[config.mk]
export PLATFORM = sky130hd
export DESIGN_NAME = sync_fifo
export DESIGN_NICKNAME = d
export VERILOG_FILES = /design/src/sync_fifo.sv
export SDC_FILE = /design/constraint.sdc
export NUM_CORES = 1
export LEC_CHECK = 0
export BUFFER_PORTS_ARGS = -buffer_cell sky130_fd_sc_hd__buf_2
export CORE_UTILIZATION = 50
export CTS_BUF_LIST = sky130_fd_sc_hd__clkbuf_4
export DETAILED_ROUTE_END_ITERATION = 7
export PLACE_DENSITY = 0.77
export REMOVE_ABC_BUFFERS = 1
export SLEW_MARGIN = 20
export SYNTH_ARGS = -nofsm -noshare
export SYNTH_HDL_FRONTEND = slang
export SYNTH_SLANG_ARGS = --single-unit
export TNS_END_PERCENT = 5
[constraint.sdc]
create_clock -name clk -period 5.7 [get_ports clk]
set_input_delay 1.425 -clock clk [delete_from_list [all_inputs] [get_ports clk]]
set_output_delay 1.425 -clock clk [all_outputs]
set_load 0.01 [all_outputs]
[src/sync_fifo.sv]
// small synchronous FIFO, first word falls through
// payload type is a parameter so one block carries symbols and words

`default_nettype none
`timescale 1ns/1ps

module sync_fifo #(
    parameter type payload_t = logic [7:0],
    parameter int  DEPTH     = 4
) (
    input  logic     clk,
    input  logic     rst_n,
    input  logic     in_valid,
    input  payload_t in_data,
    output logic     in_ready,
    output logic     out_valid,
    input  logic     out_ready,
    output payload_t out_data
);

    localparam int PW = (DEPTH > 1) ? $clog2(DEPTH) : 1;
    localparam int CW = $clog2(DEPTH + 1);

    payload_t      mem [DEPTH];
    logic [PW-1:0] wr_ptr;
    logic [PW-1:0] rd_ptr;
    logic [CW-1:0] count;     // entries held
    logic          push;
    logic          pop;

    assign in_ready  = (count != CW'(DEPTH));
    assign out_valid = (count != '0);
    assign out_data  = mem[rd_ptr];
    assign push      = in_valid && in_ready;
    assign pop       = out_valid && out_ready;

    always_ff @(posedge clk or negedge rst_n) begin
        if (!rst_n) begin
            wr_ptr <= '0;
            rd_ptr <= '0;
            count  <= '0;
        end else begin
            if (push)
                wr_ptr <= (wr_ptr == PW'(DEPTH - 1)) ? '0 : wr_ptr + 1'b1;
            if (pop)
                rd_ptr <= (rd_ptr == PW'(DEPTH - 1)) ? '0 : rd_ptr + 1'b1;
            case ({push, pop})
                2'b10:   count <= count + 1'b1;
                2'b01:   count <= count - 1'b1;
                default: count <= count;
            endcase
        end
    end

    always_ff @(posedge clk) begin
        if (push)
            mem[wr_ptr] <= in_data;
    end

endmodule

`default_nettype wire

==> out/results.env <==
CLOCK-SINKS=39
ROWS=20
GRT_OVERFLOW_TOTAL=0
WL_PER_CELL_UM=16.2
CTS.ROOT.BUFFER_CELL='sky130_fd_sc_hd__clkbuf_4'
ROUTED_WIRELENGTH_MM=2.48
PORT-BUFFER-COUNT=21
FINCLKSKEW_PS=13.8
GRT_UTIL_ALL_LAYERS_PCT=18.2
SYNTHXORXNORAREAFRAC_PCT=1.63
CTS.HOLD.BUFFERS_ADDED=0
TIMING.SETUP.TNS_PS=0
MAXCAPVIOLCOUNT=0
PLACE.GP.CONGESTION=0.670
WORST_HOLD_PATH.NUM_CELLS=1
DESIGN_AREA_SQ_MM=0.00182
START_UTIL_PCT=52.7
TIMING_WORST_SLEW_PIN_VALUE_PS=585
FLOORPLAN.DIE.WIDTH_UM=58.7
SYNTHESIS.INSTANCES=83
YOSYS.CELL_TYPES.COUNT=20
FINALCRITPERIODSHARE_PCT=56.4
NUMBER_OF_STORAGE_ELEMENTS_IN_THE_SYNTHESIS_NETLIST=39
YS_TOP_CELLS_BY_COUNT='sky130_fd_sc_hd__edfxtp_1 (32), sky130_fd_sc_hd__mux4_2 (8), sky130_fd_sc_hd__dfrtp_1 (7)'
CRITICAL_PATH.REG2REG.ENDPOINT='count[2]'
SYNTH_TOP_AREA_SHARE_PCT=59.8
AREA_GROWTH_PCT=13.5
YOSYS-MUX-AREA-FRACTION_PCT=14.5
ANTENNA_FOUND_INITIAL=0
CTS_HTREE_LEVELS=2
DETAILEDROUTE.FIRSTPASSITERATIONCOUNT=4
DRCVIOLATIONCOUNT=0
POWERDENSITY_mW_PER_MM2=500
CELLS_ALONG_THE_CRITICAL_PATH='mux4_2 -> buf_2'
POST_SYN_AREA_SQ_MM=0.00161
TIMING.CRITICAL_PATH.SLOWEST_STAGE_CELL='sky130_fd_sc_hd__dfrtp_1'
TIMING.HOLD.WORST.CLASS='reg -> reg'
SYNTH.YOSYS.WARNINGS=0
VIAS=792
LEAK_nW=0.713
BUFFERS_FROM_CLOCK_ROOT_TO_SINK_AT_MOST=2
DESIGN.DIE.AREA_SQ_MM=0.00345
SYNTH_EDF_COUNT=32
REPORT.POWER.TOTAL_mW=0.912
NUMBER_OF_PINS_WITH_NEGATIVE_MAX_SLEW_SLACK_IN_THE_FINAL_REPORT=0
DP_HPWL_MM=1.77
SETUP_SLACK_AFTER_LAYOUT_PS=2490
TIMING_HOLD_VIOLATIONS_FINAL=0
R2R_CELLS=8
STARTPOINT_TYPE='register'
MAX_FREQ_MHz=311
SHARE_OF_SYNTHESIZED_CELL_AREA_IN_FULL_ADDER_HALF_ADDER_AND_MAJORITY_CELLS_PCT=5.91
CORE_REGION_AREA_SQ_MM=0.00305
ANTENNA_VIOLATING_NETS_POST_ROUTE=0
DRIVE_GT1_SHARE_PCT=37.6
CRITPATHMAXSTAGEDELAY_PS=730
TRITONCTS_CLOCK_TREE='done'
HP-START='count[0]'
DRT-VIAS-PER-INSTANCE=5.18
HOLD_END='count[0]'
YOSYSMOSTFREQUENTCELL='sky130_fd_sc_hd__edfxtp_1'
CRITPATHKIND='reg -> out'
LAYOUT.NETS=127
SYNTH_TOP_FAMILY_BY_AREA='multiplexers'
CTS_MADE_BUFFERS=5
SYNTH_LARGEST_AREA_CELL='sky130_fd_sc_hd__edfxtp_1'
DRT_ITER0_DRC=12
POST_DP_CELL_AREA_SQ_MM=0.00175
POWER.IR.VDD_WORST_V=0.000267
STATUS='finished, final reports clean'
PIN_COUNT_OF_THE_BIGGEST_NET_ENTERING_GLOBAL_ROUTING=13
FINISH.UTILIZATION_PCT=59.8
DIE_H_UM=58.7
SYNTH.AVG_CELL_AREA_SQ_UM=19.4
SHARE_OF_THE_YOSYS_CHIP_AREA_BELONGING_TO_REGISTERS_PCT=70.7
FINALSETUPVIOLATIONS=0
CRIT_PATH_REQUIRED_TIME_PS=4280
TIMING.CRITICAL_PATH.FANOUT_MAX=11
CP_DATA_ARRIVAL_TIME_PS=1790
POSTSYNTH.TOPFLOPCELL='sky130_fd_sc_hd__edfxtp_1'
SYNTH_AREA_LEADERS='sky130_fd_sc_hd__edfxtp_1 (60%), sky130_fd_sc_hd__mux4_2 (11%), sky130_fd_sc_hd__dfrtp_1 (11%)'
WORST_SETUP_HOLD_PATH_CLK_SLEW_PS=120
GRT_PASS1_WL_MM=4.17
CTS_SETUP_BUFFERS=0
WORST_R2R_STARTPOINT='count[0]'
SHARE_OF_THE_SYNTHESIZED_AREA_IN_COMPOUND_GATES_AO_OA_AOI_OAI_PCT=0.311
GRT_SETUP_UNREPAIRED='false'
FLOORPLAN.IO_PINS=22
SYNTH_SIMPLE_GATE_AREA_SHARE_PCT=4.36
FILLCELLCOUNT=260
GRT_PASS1_VIAS=843
CRITPATHCAPTURETYPE='output pin'
RELSLEWSLACK_PCT=61.0
DP_WORST_SETUP_SLACK_PS=2810
ANTENNADIODECOUNT=0
ASYNC_FLOP_SHARE_PCT=17.9
CLK-INSERTION-DELAY-LATE_PS=340
POST-ROUTE-MIN-PERIOD_PS=3210
POST_CTS_RESIZE_COUNT=0
REGTOREGSETUPSLACK_PS=3470
cells in the final DEF (no fill, tap or decap), drive strengths merged:
cell / Yosys / final
bufinv: 0 / 1
clkbuf: 0 / 5
xor2: 2 / 2
mux2: 4 / 4
buf: 3 / 21
fa: 1 / 1
or3: 1 / 1
dfrtp: 7 / 7
xnor2: 1 / 1
edfxtp: 32 / 32
clkinv: 0 / 2
or3b: 1 / 1
mux4: 8 / 8
inv: 6 / 6
nand2: 3 / 3
o21ai: 1 / 1
nor2: 3 / 3
ha: 6 / 6
and3: 4 / 4
worst max path at each step:
stage               startpoint           to  cells past startpoint
floorplan            rd_ptr[0]  out_data[0]                      1
global placement     rd_ptr[0]  out_data[4]                      2
detailed placement   rd_ptr[0]  out_data[2]                      2
CTS                  rd_ptr[0]  out_data[2]                      2
global route         rd_ptr[0]  out_data[3]                      2
finish               rd_ptr[0]  out_data[2]                      2
layout make-up:
type                    instances  area (sq um)  share of cell area [%]
multi-input cells              35           429                    23.5
well taps                      44          55.1                    3.02
clock buffers                   5          37.5                    2.06
inverters                       6          22.5                    1.23
flip-flops and latches         39          1140                    62.3
clock inverters                 3          38.8                    2.13
repair buffers                 21           105                    5.76
registers in the layout, summed over array words and instances, names as in the netlist:
signal,count
wr_ptr,2
rd_ptr,2
mem,32
count,3
cell families after synthesis:
logic type      after synthesis
flops                        39
fa+ha+maj                     7
compound gates                1
simple gates                 12
buf+inv                       9
xor+xnor                      3
mux                          12
report_power, final:
group / internal (mW) / switching (mW) / leakage [nW]
Sequential: 0.385 / 0.0638 / 0.376
Combinational: 0.156 / 0.133 / 0.294
Clock: 0.0902 / 0.0840 / 0.0426
Total: 0.632 / 0.281 / 0.713
through the flow:
step           instances  hold slack [ps]
2_1_floorplan         80              448
3_3_place_gp         145              465
3_5_place_dp         145              501
4_1_cts              153              518
5_1_grt              153              563
6_report             153              518
worst max-delay path: cells and delay by family (launching register included):
family                 cells  cell delay, ps
DFF                        1             730
muxes                      1             570
buffers and inverters      1             150
layer usage:
layer,vias to the layer above,track usage (%),routed length [um]
met2,22,31.0,1350
met1,396,20.5,970
li1,366,-,-
met4,0,10.2,56
met5,-,0,0
met3,8,5.27,104
(Power assumes the default switching activity.)
