<file path="config.mk">
export PLATFORM = sky130hd
export DESIGN_NAME = symbolizer
export DESIGN_NICKNAME = d
export VERILOG_FILES = /design/src/ec_pkg.sv /design/src/symbolizer.sv
export SDC_FILE = /design/constraint.sdc
export NUM_CORES = 1
export LEC_CHECK = 0
export ABC_CLOCK_PERIOD_IN_PS = 3400
export BUFFER_PORTS_ARGS = -buffer_cell sky130_fd_sc_hd__buf_2
export CAP_MARGIN = 20
export CELL_PAD_IN_SITES_DETAIL_PLACEMENT = 1
export CELL_PAD_IN_SITES_GLOBAL_PLACEMENT = 2
export CORE_ASPECT_RATIO = 0.6
export CORE_MARGIN = 3
export CORE_UTILIZATION = 34
export CTS_BUF_LIST = sky130_fd_sc_hd__clkbuf_8
export CTS_CLUSTER_DIAMETER = 50
export CTS_CLUSTER_SIZE = 30
export DETAILED_ROUTE_END_ITERATION = 10
export GPL_TIMING_DRIVEN = 0
export PLACE_DENSITY_LB_ADDON = 0.1
export SETUP_SLACK_MARGIN = 0.02
export SLEW_MARGIN = 0
export SYNTH_ARGS = -nofsm -noshare
export SYNTH_HDL_FRONTEND = slang
export SYNTH_SLANG_ARGS = --single-unit
</file>
<file path="constraint.sdc">
create_clock -name clk -period 3.4 [get_ports clk]
set_input_delay 0 -clock clk [delete_from_list [all_inputs] [get_ports clk]]
set_output_delay 0 -clock clk [all_outputs]
set_load 0.05 [all_outputs]
</file>
<file path="src/ec_pkg.sv">
// entropy coder shared definitions
// coefficient, symbol and output word types plus the frame length lookup

`default_nettype none

package ec_pkg;

    // ============================================================
    // field widths
    // ============================================================
    localparam int COEFF_W   = 16;   // quantized coefficient
    localparam int RUN_W     = 8;    // zero run length field
    localparam int SIZE_W    = 4;    // magnitude size field
    localparam int WORD_W    = 32;   // packed output word
    localparam int MAX_FRAME = 640;  // largest frame, sets buffer depth

    typedef logic signed [COEFF_W-1:0] coeff_t;

    // one code symbol, either a zero run or a nonzero coefficient
    typedef struct packed {
        logic              is_run;  // 1: zero run, 0: coefficient
        logic              sign;
        logic [SIZE_W-1:0] size;    // magnitude bits, coefficients only
        logic [COEFF_W-2:0] value;  // run length or magnitude
        logic              last;    // last symbol of the frame
    } symbol_t;

    // packed word as it leaves the coder
    typedef struct packed {
        logic [WORD_W-1:0]      data;       // code bits, MSB first
        logic [$clog2(WORD_W):0] count;     // valid bits, 1 to 32
        logic                   frame_end;
    } out_word_t;

    // frame length from the duration code, 3 falls back to 320
    function automatic int unsigned frame_len(input logic [1:0] code);
        case (code)
            2'd0:    return 160;
            2'd2:    return 640;
            default: return 320;
        endcase
    endfunction

endpackage

`default_nettype wire

</file>
<file path="src/symbolizer.sv">
// coefficient symbolizer
// turns the coefficient stream into zero run symbols and
// sign / size / magnitude symbols for nonzero values

`default_nettype none
`timescale 1ns/1ps

module symbolizer
    import ec_pkg::*;
(
    input  logic    clk,
    input  logic    rst_n,
    input  logic    coeff_valid,
    input  coeff_t  coeff,
    input  logic    coeff_last,
    output logic    coeff_ready,
    output logic    sym_valid,
    input  logic    sym_ready,
    output symbol_t sym
);

    localparam int RUN_MAX = (1 << RUN_W) - 1;

    logic [RUN_W-1:0] run_q;
    logic [RUN_W-1:0] run_next;
    logic             out_free;
    logic             is_zero;
    logic             split;    // open run ahead of a nonzero coefficient
    logic             emit;
    symbol_t          sym_next;

    function automatic symbol_t run_sym(input logic [RUN_W-1:0] run, input logic last);
        symbol_t s;
        s                  = '0;
        s.is_run           = 1'b1;
        s.value[RUN_W-1:0] = run;
        s.last             = last;
        return s;
    endfunction

    function automatic symbol_t coeff_sym(input coeff_t c, input logic last);
        symbol_t            s;
        logic [COEFF_W-1:0] abs_v;
        logic [COEFF_W-2:0] mag;
        abs_v = c[COEFF_W-1] ? -c : c;
        mag   = abs_v[COEFF_W-1] ? '1 : abs_v[COEFF_W-2:0];  // -32768 saturates
        s        = '0;
        s.sign   = c[COEFF_W-1];
        s.value  = mag;
        s.last   = last;
        for (int i = 0; i < COEFF_W - 1; i++) begin
            if (mag[i])
                s.size = SIZE_W'(i + 1);   // leading one position + 1
        end
        return s;
    endfunction

    assign out_free    = !sym_valid || sym_ready;
    assign is_zero     = (coeff == '0);
    assign split       = coeff_valid && !is_zero && (run_q != '0);
    assign coeff_ready = out_free && !split;

    // ============================================================
    // symbol decision
    // ============================================================
    always_comb begin
        emit     = 1'b0;
        run_next = run_q;
        sym_next = run_sym(run_q, 1'b0);    // flush of open run
        if (coeff_valid && out_free) begin
            if (split) begin
                emit     = 1'b1;
                run_next = '0;
            end else if (is_zero) begin
                if (run_q == RUN_W'(RUN_MAX - 1) || coeff_last) begin
                    emit     = 1'b1;
                    sym_next = run_sym(run_q + 1'b1, coeff_last);
                    run_next = '0;
                end else begin
                    run_next = run_q + 1'b1;
                end
            end else begin
                emit     = 1'b1;
                sym_next = coeff_sym(coeff, coeff_last);
            end
        end
    end

    always_ff @(posedge clk or negedge rst_n) begin
        if (!rst_n) begin
            run_q     <= '0;
            sym_valid <= 1'b0;
        end else begin
            run_q <= run_next;
            if (emit)
                sym_valid <= 1'b1;
            else if (sym_ready)
                sym_valid <= 1'b0;
        end
    end

    always_ff @(posedge clk) begin
        if (emit)
            sym <= sym_next;
    end

endmodule

`default_nettype wire

</file>
==> results.yml <==
grt:
  grt_antenna_before_repair: 0
  grt_pass1_vias: 2104
  grt_max_degree: 23
  grt_pass1_wl_um: 11500
  overflow: 0
  track_usage: 0.195
pwr:
  vdd_drop_max_v: 0.000168
  pwr_density_cell_mw_per_mm2: 401
  leakagePower_nw: 1.03
final_layout:
  nets: 322
  final_cell_mix: "45 x buf_2, 24 x nor2_1, 22 x edfxtp_1, 17 x nand2_1"
  utilization: 0.427
  drive_gt1_frac: 0.222
  diodes: 0
  nFillCells: 750
  layout_commonest_cell: "buf_2"
  areaGrowthSynthToFinish_pct: 19.4
worst_setup_path:
  cp-end-kind: "flip-flop"
  critPathKind: "flip-flop to flip-flop"
  cp_max_fo: 6
  cp-start-kind: "flip-flop"
  critPathRequiredTime_ps: 3480
  critPathArrivalTime_ps: 3170
floorplanning:
  dieArea_sq_mm: 0.00759
  dieHeight_um: 68.7
  boundaryPins: 45
  fp.dieW_um: 110
  start_util: 0.358
  rows: 22
  fp.coreArea_sq_mm: 0.00622
sta:
  finalHoldViolCount: 0
  slew_headroom: 0.417
  fin_hold_ws_ps: 24.1
  setup_violations: 0
  rsz0062_at_grt: "false"
  worst_pin_slew_ps: 874
  max_freq_mhz: 323
  report.final.slew_viol_count: 0
  fin_setup_tns_ps: 0
  fin_skew_ps: 9.44
  fin_crit_sh: 0.911
  finalCriticalPeriod_ps: 3100
route:
  wl_um: 7000
  viasPerCell: 5.76
  drt-pass1-iter-count: 4
  drc: 0
  drtAntennaViolNets: 0
  vias: 2195
  wl_per_cell_um: 18.4
  initialDrtViolationCount: 142
placement:
  gp_congestion: 0.871
  portBuffers: 42
  post-dp-hpwl_um: 5520
cts:
  cts_tree: "built"
  clk_pin_slew_ps: 70
  cts_max_level: 2
  postCtsResizedCells: 0
  clock_sinks: 31
  cts.path.max_buffers: 2
  numCtsBuffers: 5
  cts_root_buf: "clkbuf_8"
  post_cts_buffers: 0
  clk_latency_ps: 290
logic_synthesis:
  syn_avg_cell_area_sq_um: 9.05
  syn-num-nets: 272
  ys_ff_latch: 31
  synth-async-reset-ratio: 0.290
  ys.flop_type: "edfxtp_1"
  synth_edf_count: 22
  synth_area_sq_mm: 0.00223
  synth_seq_area_share: 0.398
  ys_warn_count: 0
  yosysUniqueCellTypes: 54
  syn_inst: 246
outcome:
  status: "finished clean"
min_path:
  hp-class: "primary input to flip-flop"
job:
  maxCapViolCount: 0
[final cells by class]
class / count / area [sq um] / share of cell area
Multi-Input combinational cell: 194 / 1260 / 0.473
Clock buffer: 5 / 68.8 / 0.0259
Clock inverter: 3 / 38.8 / 0.0146
Inverter: 9 / 33.8 / 0.0127
Buffer: 12 / 48.8 / 0.0184
Tap cell: 84 / 105 / 0.0395
Timing Repair Buffer: 43 / 220 / 0.0828
Sequential cell: 31 / 886 / 0.333
[metrics by stage]
step                      setup slack, ps  power [mW]  cell area, sq um  cells
after floorplan                       889       0.629              2230    246
after global placement                384       0.704              2540    372
after detailed placement              404       0.707              2540    372
after CTS                             371        1.07              2660    381
after global routing                  125        1.12              2660    381
final                                 304        1.07              2660    381
[cells in the mapped netlist (all sizes together), types with 3 or more instances]
library cell	number	area [sq um]
nor2	24	90.1
edfxtp	22	661
nand2	17	63.8
a21oi	16	83.8
o21ai	15	75.1
nor3	10	66.3
clkbuf	9	33.8
dfrtp	9	225
inv	9	33.8
nand3	9	45.0
o31ai	7	52.6
a211oi	6	62.6
a311oi	6	52.6
nand2b	6	37.5
xor2	6	52.6
and3	5	31.3
ha	5	62.6
nor4	5	31.3
or2	5	31.3
or3	5	36.3
xnor2	5	43.8
and2	4	25.0
buf	3	15.0
o21a	3	22.5
o41ai	3	26.3
or4	3	22.5
[cells by family after synthesis]
| family | synth area share |
|---|---|
| and+or+nand+nor | 0.259 |
| AOI/OAI and AO/OA | 0.230 |
| adders and majority gates | 0.0281 |
| xor gates and xnor gates | 0.0433 |
| muxes | 0.00506 |
| buffers and inverters | 0.0371 |
| DFF | 0.398 |
[metal layers]
layer	global-route usage	share of wire	wire, um
met1	0.324	0.58	4060
met2	0.245	0.35	2480
met3	0.0401	0.057	396
met4	0.0399	0.0087	61
met5	0	0	0
[worst paths after layout]
check | from | to | slack (ps) | cells after the start
max | run_q[0] | sym[4] | 300 | 8
min | coeff_last | sym[0] | 20 | 2
max reg2reg | run_q[0] | sym[4] | 300 | 8
min reg2reg | sym_valid | sym_valid | 580 | 2
max in group asynchronous | rst_n | run_q[4] | 3080 | 2
min in group asynchronous | rst_n | run_q[3] | 110 | 2
[repair_timing]
item                                    4_1_cts  5_1_grt
endpoints found under the setup margin        0        0
hold buffers                                  1        0
endpoints found under the hold margin         9        0
[report_power, final]
part / switching, mW / internal (mW) / total [mW] / leakage, nW
sequential: 0.00483 / 0.434 / 0.438 / 0.340
clock: 0.151 / 0.214 / 0.365 / 0.0556
combinational: 0.190 / 0.0714 / 0.262 / 0.634
total: 0.346 / 0.719 / 1.07 / 1.03
[critical path, cell delays in order (launching register included)]
cell and delay, ps:
dfrtp_1 440, inv_1 200, ha_1 170, or4b_2 630, o41ai_1 390, a21oi_1 100, nor2_1 480, a21oi_1 140
a311oi_1 350
[registers in the layout, summed over array words and instances (netlist names)]
register	cells
sym_valid	1
sym	22
run_q	8
Note: power is estimated with default switching activity, not from simulation.
