**src/ec_pkg.sv**
```systemverilog
// entropy coder shared definitions
// coefficient, symbol and output word types plus the frame length lookup

`default_nettype none

package ec_pkg;

    // ============================================================
    // field widths
    // ============================================================
    localparam int COEFF_W   = 16;   // quantized coefficient
    localparam int RUN_W     = 8;    // zero run length field
    localparam int SIZE_W    = 4;    // magnitude size field
    localparam int WORD_W    = 32;   // packed output word
    localparam int MAX_FRAME = 640;  // largest frame, sets buffer depth

    typedef logic signed [COEFF_W-1:0] coeff_t;

    // one code symbol, either a zero run or a nonzero coefficient
    typedef struct packed {
        logic              is_run;  // 1: zero run, 0: coefficient
        logic              sign;
        logic [SIZE_W-1:0] size;    // magnitude bits, coefficients only
        logic [COEFF_W-2:0] value;  // run length or magnitude
        logic              last;    // last symbol of the frame
    } symbol_t;

    // packed word as it leaves the coder
    typedef struct packed {
        logic [WORD_W-1:0]      data;       // code bits, MSB first
        logic [$clog2(WORD_W):0] count;     // valid bits, 1 to 32
        logic                   frame_end;
    } out_word_t;

    // frame length from the duration code, 3 falls back to 320
    function automatic int unsigned frame_len(input logic [1:0] code);
        case (code)
            2'd0:    return 160;
            2'd2:    return 640;
            default: return 320;
        endcase
    endfunction

endpackage

`default_nettype wire

```
**src/bit_packer.sv**
```systemverilog
// bit packer
// appends symbol codes MSB first into a 64-bit accumulator, sends full
// 32-bit words, flushes the frame tail and keeps the frame bit total

`default_nettype none
`timescale 1ns/1ps

module bit_packer
    import ec_pkg::*;
(
    input  logic        clk,
    input  logic        rst_n,
    input  logic        sym_valid,
    input  symbol_t     sym,
    output logic        sym_ready,
    output logic        word_valid,
    input  logic        word_ready,
    output out_word_t   word,
    output logic [15:0] bits_generated
);

    localparam int ACC_W  = 2 * WORD_W;
    localparam int CODE_W = 2 + SIZE_W + COEFF_W - 1;   // longest code, 21 bits
    localparam int FILL_W = $clog2(ACC_W + 1);

    logic [ACC_W-1:0]  acc_q;        // left aligned, oldest bit at the top
    logic [FILL_W-1:0] fill_q;
    logic              flush_q;      // last symbol of frame is in
    logic [15:0]       frame_bits_q;
    logic [CODE_W-1:0] code_la;
    logic [FILL_W-1:0] code_len;
    logic              take;
    logic              word_free;
    logic              emit_full;
    logic              emit_last;
    out_word_t         word_next;

    // ============================================================
    // code builder
    // ============================================================
    always_comb begin
        if (sym.is_run) begin
            code_la  = {1'b0, sym.value[RUN_W-1:0], {(CODE_W - 1 - RUN_W){1'b0}}};
            code_len = FILL_W'(1 + RUN_W);
        end else begin
            // magnitude shifted up so its n bits follow the size field
            code_la  = {1'b1, sym.sign, sym.size, sym.value << (COEFF_W - 1 - sym.size)};
            code_len = FILL_W'(2 + SIZE_W) + FILL_W'(sym.size);
        end
    end

    // only one of take / emit_full / emit_last fires per cycle
    assign sym_ready = !flush_q && (fill_q < FILL_W'(WORD_W));
    assign take      = sym_valid && sym_ready;
    assign word_free = !word_valid || word_ready;
    assign emit_full = word_free
                    && ((fill_q > FILL_W'(WORD_W)) || (fill_q == FILL_W'(WORD_W) && !flush_q));
    assign emit_last = word_free && flush_q && !emit_full;

    always_comb begin
        word_next.data      = acc_q[ACC_W-1 -: WORD_W];
        word_next.count     = emit_full ? 6'(WORD_W) : 6'(fill_q);
        word_next.frame_end = emit_last;
    end

    // ============================================================
    // accumulator and frame totals
    // ============================================================
    always_ff @(posedge clk or negedge rst_n) begin
        if (!rst_n) begin
            acc_q          <= '0;
            fill_q         <= '0;
            flush_q        <= 1'b0;
            frame_bits_q   <= '0;
            bits_generated <= '0;
            word_valid     <= 1'b0;
        end else begin
            if (emit_full || emit_last)
                word_valid <= 1'b1;
            else if (word_ready)
                word_valid <= 1'b0;

            if (take) begin
                acc_q        <= acc_q | ({code_la, {(ACC_W - CODE_W){1'b0}}} >> fill_q);
                fill_q       <= fill_q + code_len;
                frame_bits_q <= frame_bits_q + 16'(code_len);
                flush_q      <= sym.last;
            end else if (emit_full) begin
                acc_q  <= acc_q << WORD_W;
                fill_q <= fill_q - FILL_W'(WORD_W);
            end else if (emit_last) begin
                acc_q          <= '0;      // tail word goes out zero padded
                fill_q         <= '0;
                flush_q        <= 1'b0;
                bits_generated <= frame_bits_q;
                frame_bits_q   <= '0;
            end
        end
    end

    always_ff @(posedge clk) begin
        if (emit_full || emit_last)
            word <= word_next;
    end

endmodule

`default_nettype wire

```
**config.mk**
```make
export PLATFORM = sky130hd
export DESIGN_NAME = bit_packer
export DESIGN_NICKNAME = d
export VERILOG_FILES = /design/src/ec_pkg.sv /design/src/bit_packer.sv
export SDC_FILE = /design/constraint.sdc
export NUM_CORES = 1
export LEC_CHECK = 0
export BUFFER_PORTS_ARGS = -buffer_cell sky130_fd_sc_hd__buf_2
export CAP_MARGIN = 20
export CORE_MARGIN = 3
export CORE_UTILIZATION = 40
export CTS_CLUSTER_DIAMETER = 40
export CTS_CLUSTER_SIZE = 40
export DETAILED_ROUTE_END_ITERATION = 6
export PLACE_DENSITY = 0.61
export SYNTH_ARGS = -nofsm -noshare
export SYNTH_HDL_FRONTEND = slang
export SYNTH_SLANG_ARGS = --single-unit
```
**constraint.sdc**
```tcl
create_clock -name clk -period 4.8 [get_ports clk]
set_input_delay 0.48 -clock clk [delete_from_list [all_inputs] [get_ports clk]]
set_output_delay 0.48 -clock clk [all_outputs]
set_load 0.005 [all_outputs]
```
==> results.ini, run 1 <==
[final_layout]
multi_input_area_um2=4596
diodes=0
drive_above_1_share_pct=16.93
regArea_um2=3799
syn2layout_area_growth_pct=14.20
n_fill_cell=2068
final_cells=1279
nNetsFinal=1031

[yosys]
ys_top_cells_by_area=dfrtp_1 (30%), edfxtp_1 (13%), nand2_1 (5.9%), mux2i_1 (5.5%), o21ai_0 (3.5%)
yosysWarnings=0
synth-xor-area-share_pct=0.8034
synth_top_area_share_pct=30.13
synth_mux_area_share_pct=9.426
synthSimpleGateAreaFrac_pct=16.48
synth_edf_count=39
ys_ff_latch=144
synth_area_um2=8721
syn_avg_cell_area_um2=9.367
ys_seq_area_share_pct=43.56
syn_inst=931
synth_nets=971
yosysTopAreaCell=dfrtp_1
synthArstFlopShare_pct=72.92
synth_ff_type=dfrtp_1
synth_fa_ha_area_share_pct=2.181
synthDistinctLibCells=81
synth_compound_area_share_pct=23.59
synth_top_family_by_area=compound AO/OA/AOI/OAI gates

[route]
drt_first_pass_iters=7
wl_per_cell_um=20.88
vias_per_cell=6.077
routed_wl_mm=26.70
vias=7772
route.detailed.drc=1
drt_iter0_markers=945
ant_nets=0

[placement]
dpl.hpwl_mm=19.00
gp_congestion=0.9546
dp.cells=1246
port_buffers=82

[clocking]
postCtsHoldBufs=0
clk_latency_ns=0.43
clkTransAtPathRegs_ns=0.06
cts.htree.levels=4
cts_setup_buffers=0
cts_buffers=17
cts_root_buffer=clkbuf_16
cts_tree=built
ctsResizeCount=0
cts_sinks=144
ctsLongestPathBuffers=2

[timing]
report.final.slew_viol_count=0
fin_setup_tns_ns=0
worst_pin_slew_ns=0.9627
rsz0062_at_grt=no
setup_violations=0
finalClockSkew_ns=0.01329
hold_viol=0
finalCritPeriodShare_pct=80.30
clock.fmax_mhz=259.4
slew_headroom_pct=34.16
fin_crit_ns=3.854

[floorplanning]
die_width_um=153.7
start_util_pct=41.10
core-area_um2=21220
std_cell_rows=53
die_area_um2=23610
die_height_um=153.7
ios=83

[power_and_ir_drop]
sequentialPowerShare_pct=32.3
switching_power_w=0.002647
peakVddDrop_v=0.0002555
p_leak_nw=4.414
p_comb_share_pct=46.4
total_power_w=0.006127
powerDensity_nw_per_um2=615.2
p_int_w=0.003480
pwr-share-clk_pct=21.3
power.share.switching_pct=43.20

[run_status]
failed_checks=DRC
outcome=finished, violations left

[worst_setup_path]
path_max_fanout=19
endpoint_kind=register
worstPathRequired_ns=5.11
crit_type=register to register
r2r_setup_slack_ns=0.95
start_kind=register
arrival_ns=4.16

[global_route]
grt_pass1_wl_mm=42.79
grt_max_degree=64
grt_antenna_before_repair=0
first_global_vias=7468
grt_remaining_overflow=0
grt_use_total_pct=22.59

[flow_run]
max-cap-violations=0

[hold_path]
min_path_type=primary input to async pin

area by class of cell:
cell class / count / share of cell area [%]
Clock buffer: 23 / 4.711
Clock inverter: 9 / 1.093
Inverter: 18 / 0.6784
Multi-Input combinational cell: 706 / 46.14
Sequential cell: 144 / 38.14
Tap cell: 275 / 3.455
Timing Repair Buffer: 104 / 5.779
cell usage in the layout (no fill, tap or decap), drive strengths merged, types with 9 or more instances in the layout:
| master | Yosys | layout |
|---|---|---|
| a31oi | 15 | 15 |
| nor2 | 75 | 75 |
| mux4 | 10 | 10 |
| nor2b | 9 | 9 |
| a22oi | 12 | 12 |
| o221ai | 11 | 11 |
| a211oi | 13 | 13 |
| dfrtp | 105 | 105 |
| o211ai | 9 | 9 |
| edfxtp | 39 | 39 |
| o21a | 10 | 10 |
| o22ai | 21 | 21 |
| nand2 | 136 | 136 |
| inv | 18 | 19 |
| a21oi | 52 | 52 |
| mux2i | 49 | 49 |
| nor3 | 17 | 17 |
| nand3 | 33 | 33 |
| a21o | 11 | 11 |
| ha | 12 | 12 |
| clkbuf | 47 | 24 |
| o21ai | 69 | 69 |
| buf | 16 | 103 |
| and3 | 15 | 15 |
layer usage:
metal	GRT usage, %	up-vias	routed length, µm
met5	0	-	0
met4	7.401	0	657
met3	3.659	50	1983
met2	34.03	362	11860
met1	33.35	3735	12200
li1	-	3625	-
through the flow:
| step | hold WS [ns] | worst slack, ns | area, µm² | util [%] |
|---|---|---|---|---|
| global placement | 0.4409 | 1.080 | 9376 | 44.19 |
| detailed placement | 0.4380 | 1.032 | 9376 | 44.19 |
| CTS | 0.1913 | 1.003 | 9955 | 46.91 |
| global route | 0.2304 | 0.7052 | 9960 | 46.93 |
| floorplan | 0.1844 | 0.7434 | 8721 | - |
| finish | 0.1669 | 0.9455 | 9960 | 46.93 |
cell usage after synthesis, types with 6 or more instances:
cell	instances
nand2_1	136
dfrtp_1	105
nor2_1	75
o21ai_0	61
a21oi_1	52
mux2i_1	48
clkbuf_1	47
edfxtp_1	39
nand3_1	33
o22ai_1	21
inv_1	17
nor3_1	16
a31oi_1	15
and3_1	15
a211oi_1	12
a22oi_1	12
ha_1	12
a21o_1	11
o21a_1	10
o221ai_1	10
nor2b_1	9
o211ai_1	9
a22o_1	8
buf_2	8
and2_1	7
mux4_2	7
nand2b_1	7
o31ai_1	7
mux2_2	6
o21ai_1	6
or2_2	6
xor2_1	6
cell families (layout without fill, tap and decap cells):
family,Yosys count,count (layout)
simple gates,320,320
compound gates,298,298
flops,144,144
buf+inv,81,154
mux,66,66
fa+ha+maj,14,14
xor+xnor,8,8
worst max-delay path, cell delays in order (launching register included):
cell	delay [ns]
dfrtp_1	0.79
nor3b_1	0.86
a21boi_1	0.35
o21ai_2	0.36
nand2_1	0.23
nor2_1	0.46
nand2_1	0.32
o311ai_0	0.35
flip-flops by register name, summed over array words and instances (netlist names):
| signal | cells |
|---|---|
| acc_q | 64 |
| word | 39 |
| bits_generated | 16 |
| frame_bits_q | 16 |
| fill_q | 7 |
| flush_q | 1 |
| word_valid | 1 |
final timing paths:
check,startpoint,to,cells past startpoint
max,fill_q[5]$_DFFE_PN0P_,acc_q[13]$_DFFE_PN0P_,7
min,rst_n,acc_q[0]$_DFFE_PN0P_,1
max reg2reg,fill_q[5]$_DFFE_PN0P_,acc_q[13]$_DFFE_PN0P_,7
min reg2reg,acc_q[51]$_DFFE_PN0P_,word[26]$_DFFE_PP_,0
max in group asynchronous,rst_n,frame_bits_q[3]$_DFFE_PN0P_,2
min in group clk,sym[0],flush_q$_DFFE_PN0P_,2
power groups by stage:
stage,Clock [W],Combinational (W),Sequential (W)
final,0.00131,0.00284,0.00198
after detailed placement,0,0.00278,0.00200
after CTS,0.00132,0.00280,0.00198
after global placement,0,0.00277,0.00199
after floorplan,0,0.00183,0.00195
after global routing,0.00138,0.00310,0.00203
Note: power is estimated with default switching activity, not from simulation.
==> run 2: changes to the inputs <==
ABC_AREA = 1   (was not set)
PLACE_DENSITY = 0.63   (was 0.61)
clock period = 3.2 ns   (was 4.8 ns; I/O delays follow)
==> run 2 against run 1 <==
  * The run now ends clean
  * Worst setup slack got worse by 0.31 ns
  * Critical path depth increased by 4
  * Wire length decreased by 11%
  * Synthesized cell count increased by 22%
  * Hold slack got worse by 0.047 ns
  * Maximum frequency increased by 50%
  * Global-route usage decreased by 1.4 points
  * Clock power increased by 56%
  * Largest cell class unchanged
  * Highest routed layer unchanged
==> results.ini, run 2 <==
[run_status]
outcome=completed

[placement]
dp.cells=1447  ; +16%
gp_congestion=0.9463  ; -0.87%
place_ws_ns=0.3205  ; -0.7113 ns
dpl.hpwl_mm=16.97  ; -11%
port_buffers=82  ; unchanged
dpl_cell_area_um2=9149  ; -2.4%

[flow_run]
max-cap-violations=0  ; unchanged

[hold_path]
min_path_type=primary input to register
hold_path_end=flush_q$_DFFE_PN0P_
min_from=sym[0]
min_path_cells=3

[route]
vias=7961  ; +2.4%
ant_nets=0  ; unchanged
route.detailed.drc=0  ; -1
wl_per_cell_um=15.98  ; -23%
drt_iter0_markers=648  ; -31%
routed_wl_mm=23.65  ; -11%
drt_first_pass_iters=5  ; -2
vias_per_cell=5.379  ; -11%

[final_layout]
drive_above_1_share_pct=13.55  ; -3.4 points
final_cells=1480  ; +16%
fin_area_um2=9763  ; -2.0%
reg.largest.list=acc_q (64), word (39)
diodes=0  ; unchanged
largest_reg_flops=64  ; unchanged
mostFrequentLayoutCell=nand2_1
nNetsFinal=1237  ; +20%
n_fill_cell=2070  ; +0.097%
syn2layout_area_growth_pct=15.00
regMostFlops=acc_q
final_cell_mix=nand2_1 (330), nand3_1 (178), dfrtp_1 (105)

[timing]
report.final.slew_viol_count=0  ; unchanged
rsz0062_at_grt=no
clock.fmax_mhz=389.8  ; +50%
finalClockSkew_ns=0.007008  ; -0.006281 ns
fin_crit_ns=2.565  ; -1.289 ns
worst_pin_slew_ns=0.6830  ; -0.2797 ns
fin_setup_tns_ns=0  ; unchanged
setup_violations=0  ; unchanged
hold_viol=0  ; unchanged
finalCritPeriodShare_pct=80.17  ; -0.13 points
slew_headroom_pct=54.46  ; +20 points
final.setup.worst_slack_ns=0.6347  ; -0.3109 ns

[global_route]
grt_max_degree=55  ; -14%
grt_remaining_overflow=0  ; unchanged
grt_use_total_pct=21.15  ; -1.4 points
first_global_vias=7579  ; +1.5%
grt_pass1_wl_mm=38.61  ; -9.8%
grt_antenna_before_repair=0  ; unchanged

[clocking]
cts_sinks=144  ; unchanged
clkTransAtPathRegs_ns=0.06  ; about the same
cts_tree=built
cts_buffers=17  ; unchanged
ctsResizeCount=0  ; unchanged
clk_latency_ns=0.43  ; about the same
cts_setup_buffers=0  ; unchanged
cts.htree.levels=4  ; unchanged
cts_root_buffer=clkbuf_16
ctsLongestPathBuffers=2  ; unchanged

[yosys]
yosysWarnings=0  ; unchanged
synth_nets=1175  ; +21%
ys_ff_latch=144  ; unchanged
synth_top_area_share_pct=30.95  ; +0.82 points
yosysMostFrequentCell=nand2_1
synth_ff_type=dfrtp_1
ys_top_cells_by_area=dfrtp_1 (31%), nand2_1 (15%), edfxtp_1 (14%), nand3_1 (10%), a21oi_1 (4.6%)
synthDistinctLibCells=44  ; -46%
synth_area_um2=8489  ; -2.7%
ys_seq_area_share_pct=44.75  ; +1.2 points
ys_top_cells_by_count=nand2_1 (330), nand3_1 (178), dfrtp_1 (105), inv_1 (81), nor2_1 (79)
syn_avg_cell_area_um2=7.480  ; -20%
syn_inst=1135  ; +22%
yosysTopAreaCell=dfrtp_1
synth_edf_count=39  ; unchanged
synthArstFlopShare_pct=72.92  ; unchanged

[worst_setup_path]
arrival_ns=2.86  ; -1.30 ns
critPathBufInv=5  ; +5
worstPathRequired_ns=3.49  ; -1.62 ns
crit_type=register to register
ff2ff_path_depth=11  ; +4
crit_path_cell_trace=inv_1, ha_1, inv_1, nor2_1, nand2_1, inv_1, buf_4, nor2_2, buf_4, a221oi_1, a21oi_1
path_max_fanout=25  ; +6
endpoint_kind=register
critical_path.most_common_cell=inv_1
cpLargestDelayFamily=buffers and inverters
start_kind=register
r2r_setup_slack_ns=0.63  ; -0.31 ns
cp_slowest_cell=dfrtp_1
reg2reg_to=acc_q[38]$_DFFE_PN0P_
slowest_delay_ns=0.41  ; -0.45 ns
reg2reg_from=fill_q[6]$_DFFE_PN0P_

[power_and_ir_drop]
p_leak_nw=4.659  ; +5.5%
peakVddDrop_v=0.0006702  ; +160%
powerDensity_nw_per_um2=1020  ; +66%

[floorplanning]
core-area_um2=20560  ; -3.1%
ios=83  ; unchanged
start_util_pct=41.29  ; +0.19 points
die_width_um=151.7  ; -1.3%
die_height_um=151.7  ; -1.3%
std_cell_rows=52  ; -1.9%
die_area_um2=23010  ; -2.6%

## run 2: changes by cell type in the layout (fill, tap and decap cells not counted), sizes merged, moves of 11 or more
cell    previous run  this run
a21oi             52        78
nand2            136       333
o22ai             21         9
a211oi            13         0
mux2i             49         2
inv               19        94
nand4              2        14
a21o              11         0
a221oi             3        22
and3              15         0
nand3             33       178
## run 2: worst min-delay path, delay by kind of cell
kind | cells | cell delay, ns
buffers and inverters | 1 | 0.08
and+or+nand+nor | 1 | 0.04
AOI/OAI and AO/OA | 1 | 0.06
## run 2: what timing repair did
item | in CTS | in global routing
setup endpoints to repair | 0 | 0
endpoints found under the hold margin | 51 | 0
hold buffers | 1 | 0
## run 2: logic make-up after synthesis
family                     count (synthesis)  share of synthesized area (%)
xor gates and xnor gates                   1                         0.1032
DFF                                      144                          44.75
buffers and inverters                    159                          7.812
and+or+nand+nor                          621                          31.54
adders and majority gates                 14                          2.240
muxes                                      2                         0.2358
AOI/OAI and AO/OA                        194                          13.32
## run 2: where the power goes
part / total, W / internal, W / switching [W]
clock network: 0.00205 / 0.00125 / 0.000801
registers: 0.00312 / 0.00277 / 0.000356
logic: 0.00478 / 0.00154 / 0.00324
total: 0.00996 / 0.00555 / 0.00440
## run 2: layout make-up
type | count | area (µm²) | share of cell area (%)
flip-flops and latches | 144 | 3799 | 38.91
inverters | 93 | 359.1 | 3.678
multi-input cells | 832 | 4033 | 41.30
clock inverters | 12 | 157.7 | 1.615
well taps | 270 | 337.8 | 3.460
clock buffers | 20 | 446.7 | 4.575
repair buffers | 109 | 630.6 | 6.459
## run 2: per-layer routing
layer	routed length (µm)	vias up	global-route usage, %
met5	0	-	0
met4	526	0	6.828
met3	960	40	3.331
met2	11320	190	34.58
met1	10840	3781	28.86
li1	-	3950	-
## run 2: metrics by stage
step	hold WS, ns	total power (W)	utilization [%]
2_1_floorplan	0.02441	0.006395	-
3_3_place_gp	0.4109	0.007847	44.50
3_5_place_dp	0.4110	0.007911	44.50
4_1_cts	0.1122	0.009999	47.49
5_1_grt	0.1414	0.01077	47.49
6_report	0.1199	0.009955	47.49
## run 2: worst max path at each step
stage	from	to	cells after the start
6_report	fill_q[6]$_DFFE_PN0P_	acc_q[38]$_DFFE_PN0P_	11
5_1_grt	sym[17]	frame_bits_q[12]$_DFFE_PN0P_	15
4_1_cts	fill_q[0]$_DFFE_PN0P_	acc_q[3]$_DFFE_PN0P_	14
3_5_place_dp	sym[17]	frame_bits_q[12]$_DFFE_PN0P_	15
3_3_place_gp	sym[17]	frame_bits_q[12]$_DFFE_PN0P_	16
2_1_floorplan	sym[17]	frame_bits_q[13]$_DFFE_PN0P_	20
==> run 3: changes to the inputs <==
clock period = 2.2 ns   (was 3.2 ns; I/O delays follow)
==> run 3 against run 2 <==
  * The flow now finishes with violations (setup timing)
  * Sequential power rose by 46%
  * Non-clock buffer count is 77 higher
  * Design area increased by 11%
  * Clock skew up 0.0035 ns
  * Critical path type unchanged
==> results.ini, run 3 (synthesis gave the netlist of run 2 again) <==
[clocking]
clkTransAtPathRegs_ns=0.06  ; about the same
cts_sinks=144  ; unchanged
clk_latency_ns=0.43  ; about the same
cts_buffers=17  ; unchanged
cts_root_buffer=clkbuf_16
cts_tree=built
cts.htree.levels=4  ; unchanged
ctsLongestPathBuffers=2  ; unchanged

[flow_run]
max-cap-violations=0  ; unchanged

[floorplanning]
die_height_um=151.7  ; unchanged
start_util_pct=41.29  ; unchanged
core-area_um2=20560  ; unchanged
ios=83  ; unchanged
die_width_um=151.7  ; unchanged
die_area_um2=23010  ; unchanged
std_cell_rows=52  ; unchanged

[timing]
clock.fmax_mhz=433.5  ; +11%
final.setup.worst_slack_ns=-0.1070  ; -0.7416 ns
setup_violations=3  ; +3
report.final.slew_viol_count=0  ; unchanged
finalCritPeriodShare_pct=104.9  ; +25 points
slew_headroom_pct=55.88  ; +1.4 points
fin_crit_ns=2.307  ; -0.2584 ns
worst_pin_slew_ns=0.6618  ; -0.02123 ns
rsz0062_at_grt=yes
hold_viol=0  ; unchanged
finalClockSkew_ns=0.01047  ; +0.003457 ns

[worst_setup_path]
arrival_ns=2.66  ; -0.20 ns
path_max_fanout=3  ; -88%
crit_type=register to register
start_kind=register
r2r_setup_slack_ns=-0.11  ; -0.74 ns
worstPathRequired_ns=2.55  ; -0.94 ns
endpoint_kind=register

[route]
drt_iter0_markers=548  ; -15%
ant_nets=0  ; unchanged
routed_wl_mm=25.04  ; +5.9%
route.detailed.drc=0  ; unchanged
vias_per_cell=5.352  ; -0.51%
wl_per_cell_um=16.07  ; +0.60%
vias=8338  ; +4.7%
drt_first_pass_iters=7  ; +2

[final_layout]
syn2layout_area_growth_pct=27.15
largest_reg_flops=64  ; unchanged
nNetsFinal=1315  ; +6.3%
n_fill_cell=1997  ; -3.5%
final_cell_mix=nand2_1 (325), nand3_1 (164), dfrtp_1 (104)
diodes=0  ; unchanged
reg.largest.list=acc_q (64), word (39)
mostFrequentLayoutCell=nand2_1
fin_area_um2=10790  ; +11%
drive_above_1_share_pct=23.76  ; +10 points
regMostFlops=acc_q

[power_and_ir_drop]
peakVddDrop_v=0.0006654  ; -0.71%
p_leak_nw=5.126  ; +10%
powerDensity_nw_per_um2=1469  ; +44%

[placement]
dpl.hpwl_mm=18.23  ; +7.4%
gp_congestion=0.9291  ; -1.8%
place_ws_ns=-0.2607  ; -0.5812 ns
port_buffers=82  ; unchanged
dpl_cell_area_um2=9812  ; +7.2%

[hold_path]
min_path_type=primary input to register

[global_route]
grt_use_total_pct=22.34  ; +1.2 points
grt_pass1_wl_mm=40.60  ; +5.2%
grt_antenna_before_repair=0  ; unchanged
grt_remaining_overflow=0  ; unchanged
grt_max_degree=45  ; -18%
first_global_vias=7834  ; +3.4%

[run_status]
failed_checks=setup timing
outcome=finished, violations left

[run 3: cell type report]
class | instances | area (µm²) | share of cell area, %
multi-input combinational | 832 | 4323 | 40.05
sequential | 144 | 3800 | 35.20
timing repair buffer | 186 | 1340 | 12.41
clock buffer | 20 | 456.7 | 4.231
inverter | 93 | 371.6 | 3.443
tap | 270 | 337.8 | 3.130
clock inverter | 12 | 157.7 | 1.461
timing repair inverter | 1 | 7.507 | 0.06955
[run 3: repair_timing]
action                     4_1_cts  5_1_grt
hold buffers                     1        0
setup endpoints to repair       15      121
gates cloned                     0        2
setup buffers                    0       14
pin swaps                        8       25
hold endpoints to repair        40        0
gates resized for setup         10       58
[run 3: report_power, final]
group          switching (W)  total [W]  internal (W)
registers           0.000536    0.00456       0.00403
clock network        0.00116    0.00301       0.00185
logic                0.00519    0.00828       0.00309
total                0.00689     0.0159       0.00896
[run 3: stage by stage]
stage / power, W / utilization (%) / std cells / hold WS, ns / setup TNS, ns
final: 0.01586 / 52.50 / 1558 / 0.01869 / -0.1775
after detailed placement: 0.01226 / 47.72 / 1510 / 0.2883 / -1.733
after CTS: 0.01533 / 50.87 / 1543 / 0.008264 / -0.01420
after global placement: 0.01211 / 47.72 / 1510 / 0.2880 / -1.246
after floorplan: 0.009436 / - / 1135 / -0.07559 / -0.4422
after global routing: 0.01701 / 52.50 / 1558 / 0.01090 / -0.7508
[run 3: final timing paths]
path                                                    from  depth (start not counted)                      endpoint
min in group asynchronous                              rst_n                          2   frame_bits_q[1]$_DFFE_PN0P_
worst max-delay path             frame_bits_q[0]$_DFFE_PN0P_                         14  frame_bits_q[12]$_DFFE_PN0P_
max in group asynchronous                              rst_n                          3         acc_q[45]$_DFFE_PN0P_
worst min register to register  frame_bits_q[12]$_DFFE_PN0P_                          1  frame_bits_q[12]$_DFFE_PN0P_
worst max register to register   frame_bits_q[0]$_DFFE_PN0P_                         14  frame_bits_q[12]$_DFFE_PN0P_
worst min-delay path                                  sym[0]                          3           flush_q$_DFFE_PN0P_
[run 3: layer usage]
layer  up-vias  part of all wire, %  track usage, %  routed length (µm)
li1       4110                    -               -                   -
met1      3923                   48           32.79               12050
met2       275                   45           34.02               11220
met3        30                  5.4           4.105                1345
met4         0                  1.7           6.110                 432
met5         -                    0               0                   0
[run 3: critical path, stage by stage, from the launching register on]
cell      delay [ns]
dfrtp_1         0.35
ha_2            0.18
inv_2           0.04
fa_2            0.36
inv_2           0.07
a21oi_2         0.05
o21bai_1        0.18
nand2_1         0.11
a21oi_2         0.19
nand2_2         0.11
nor2_4          0.12
nand3_2         0.11
nor3_4          0.20
nor2_1          0.07
a21oi_1         0.11
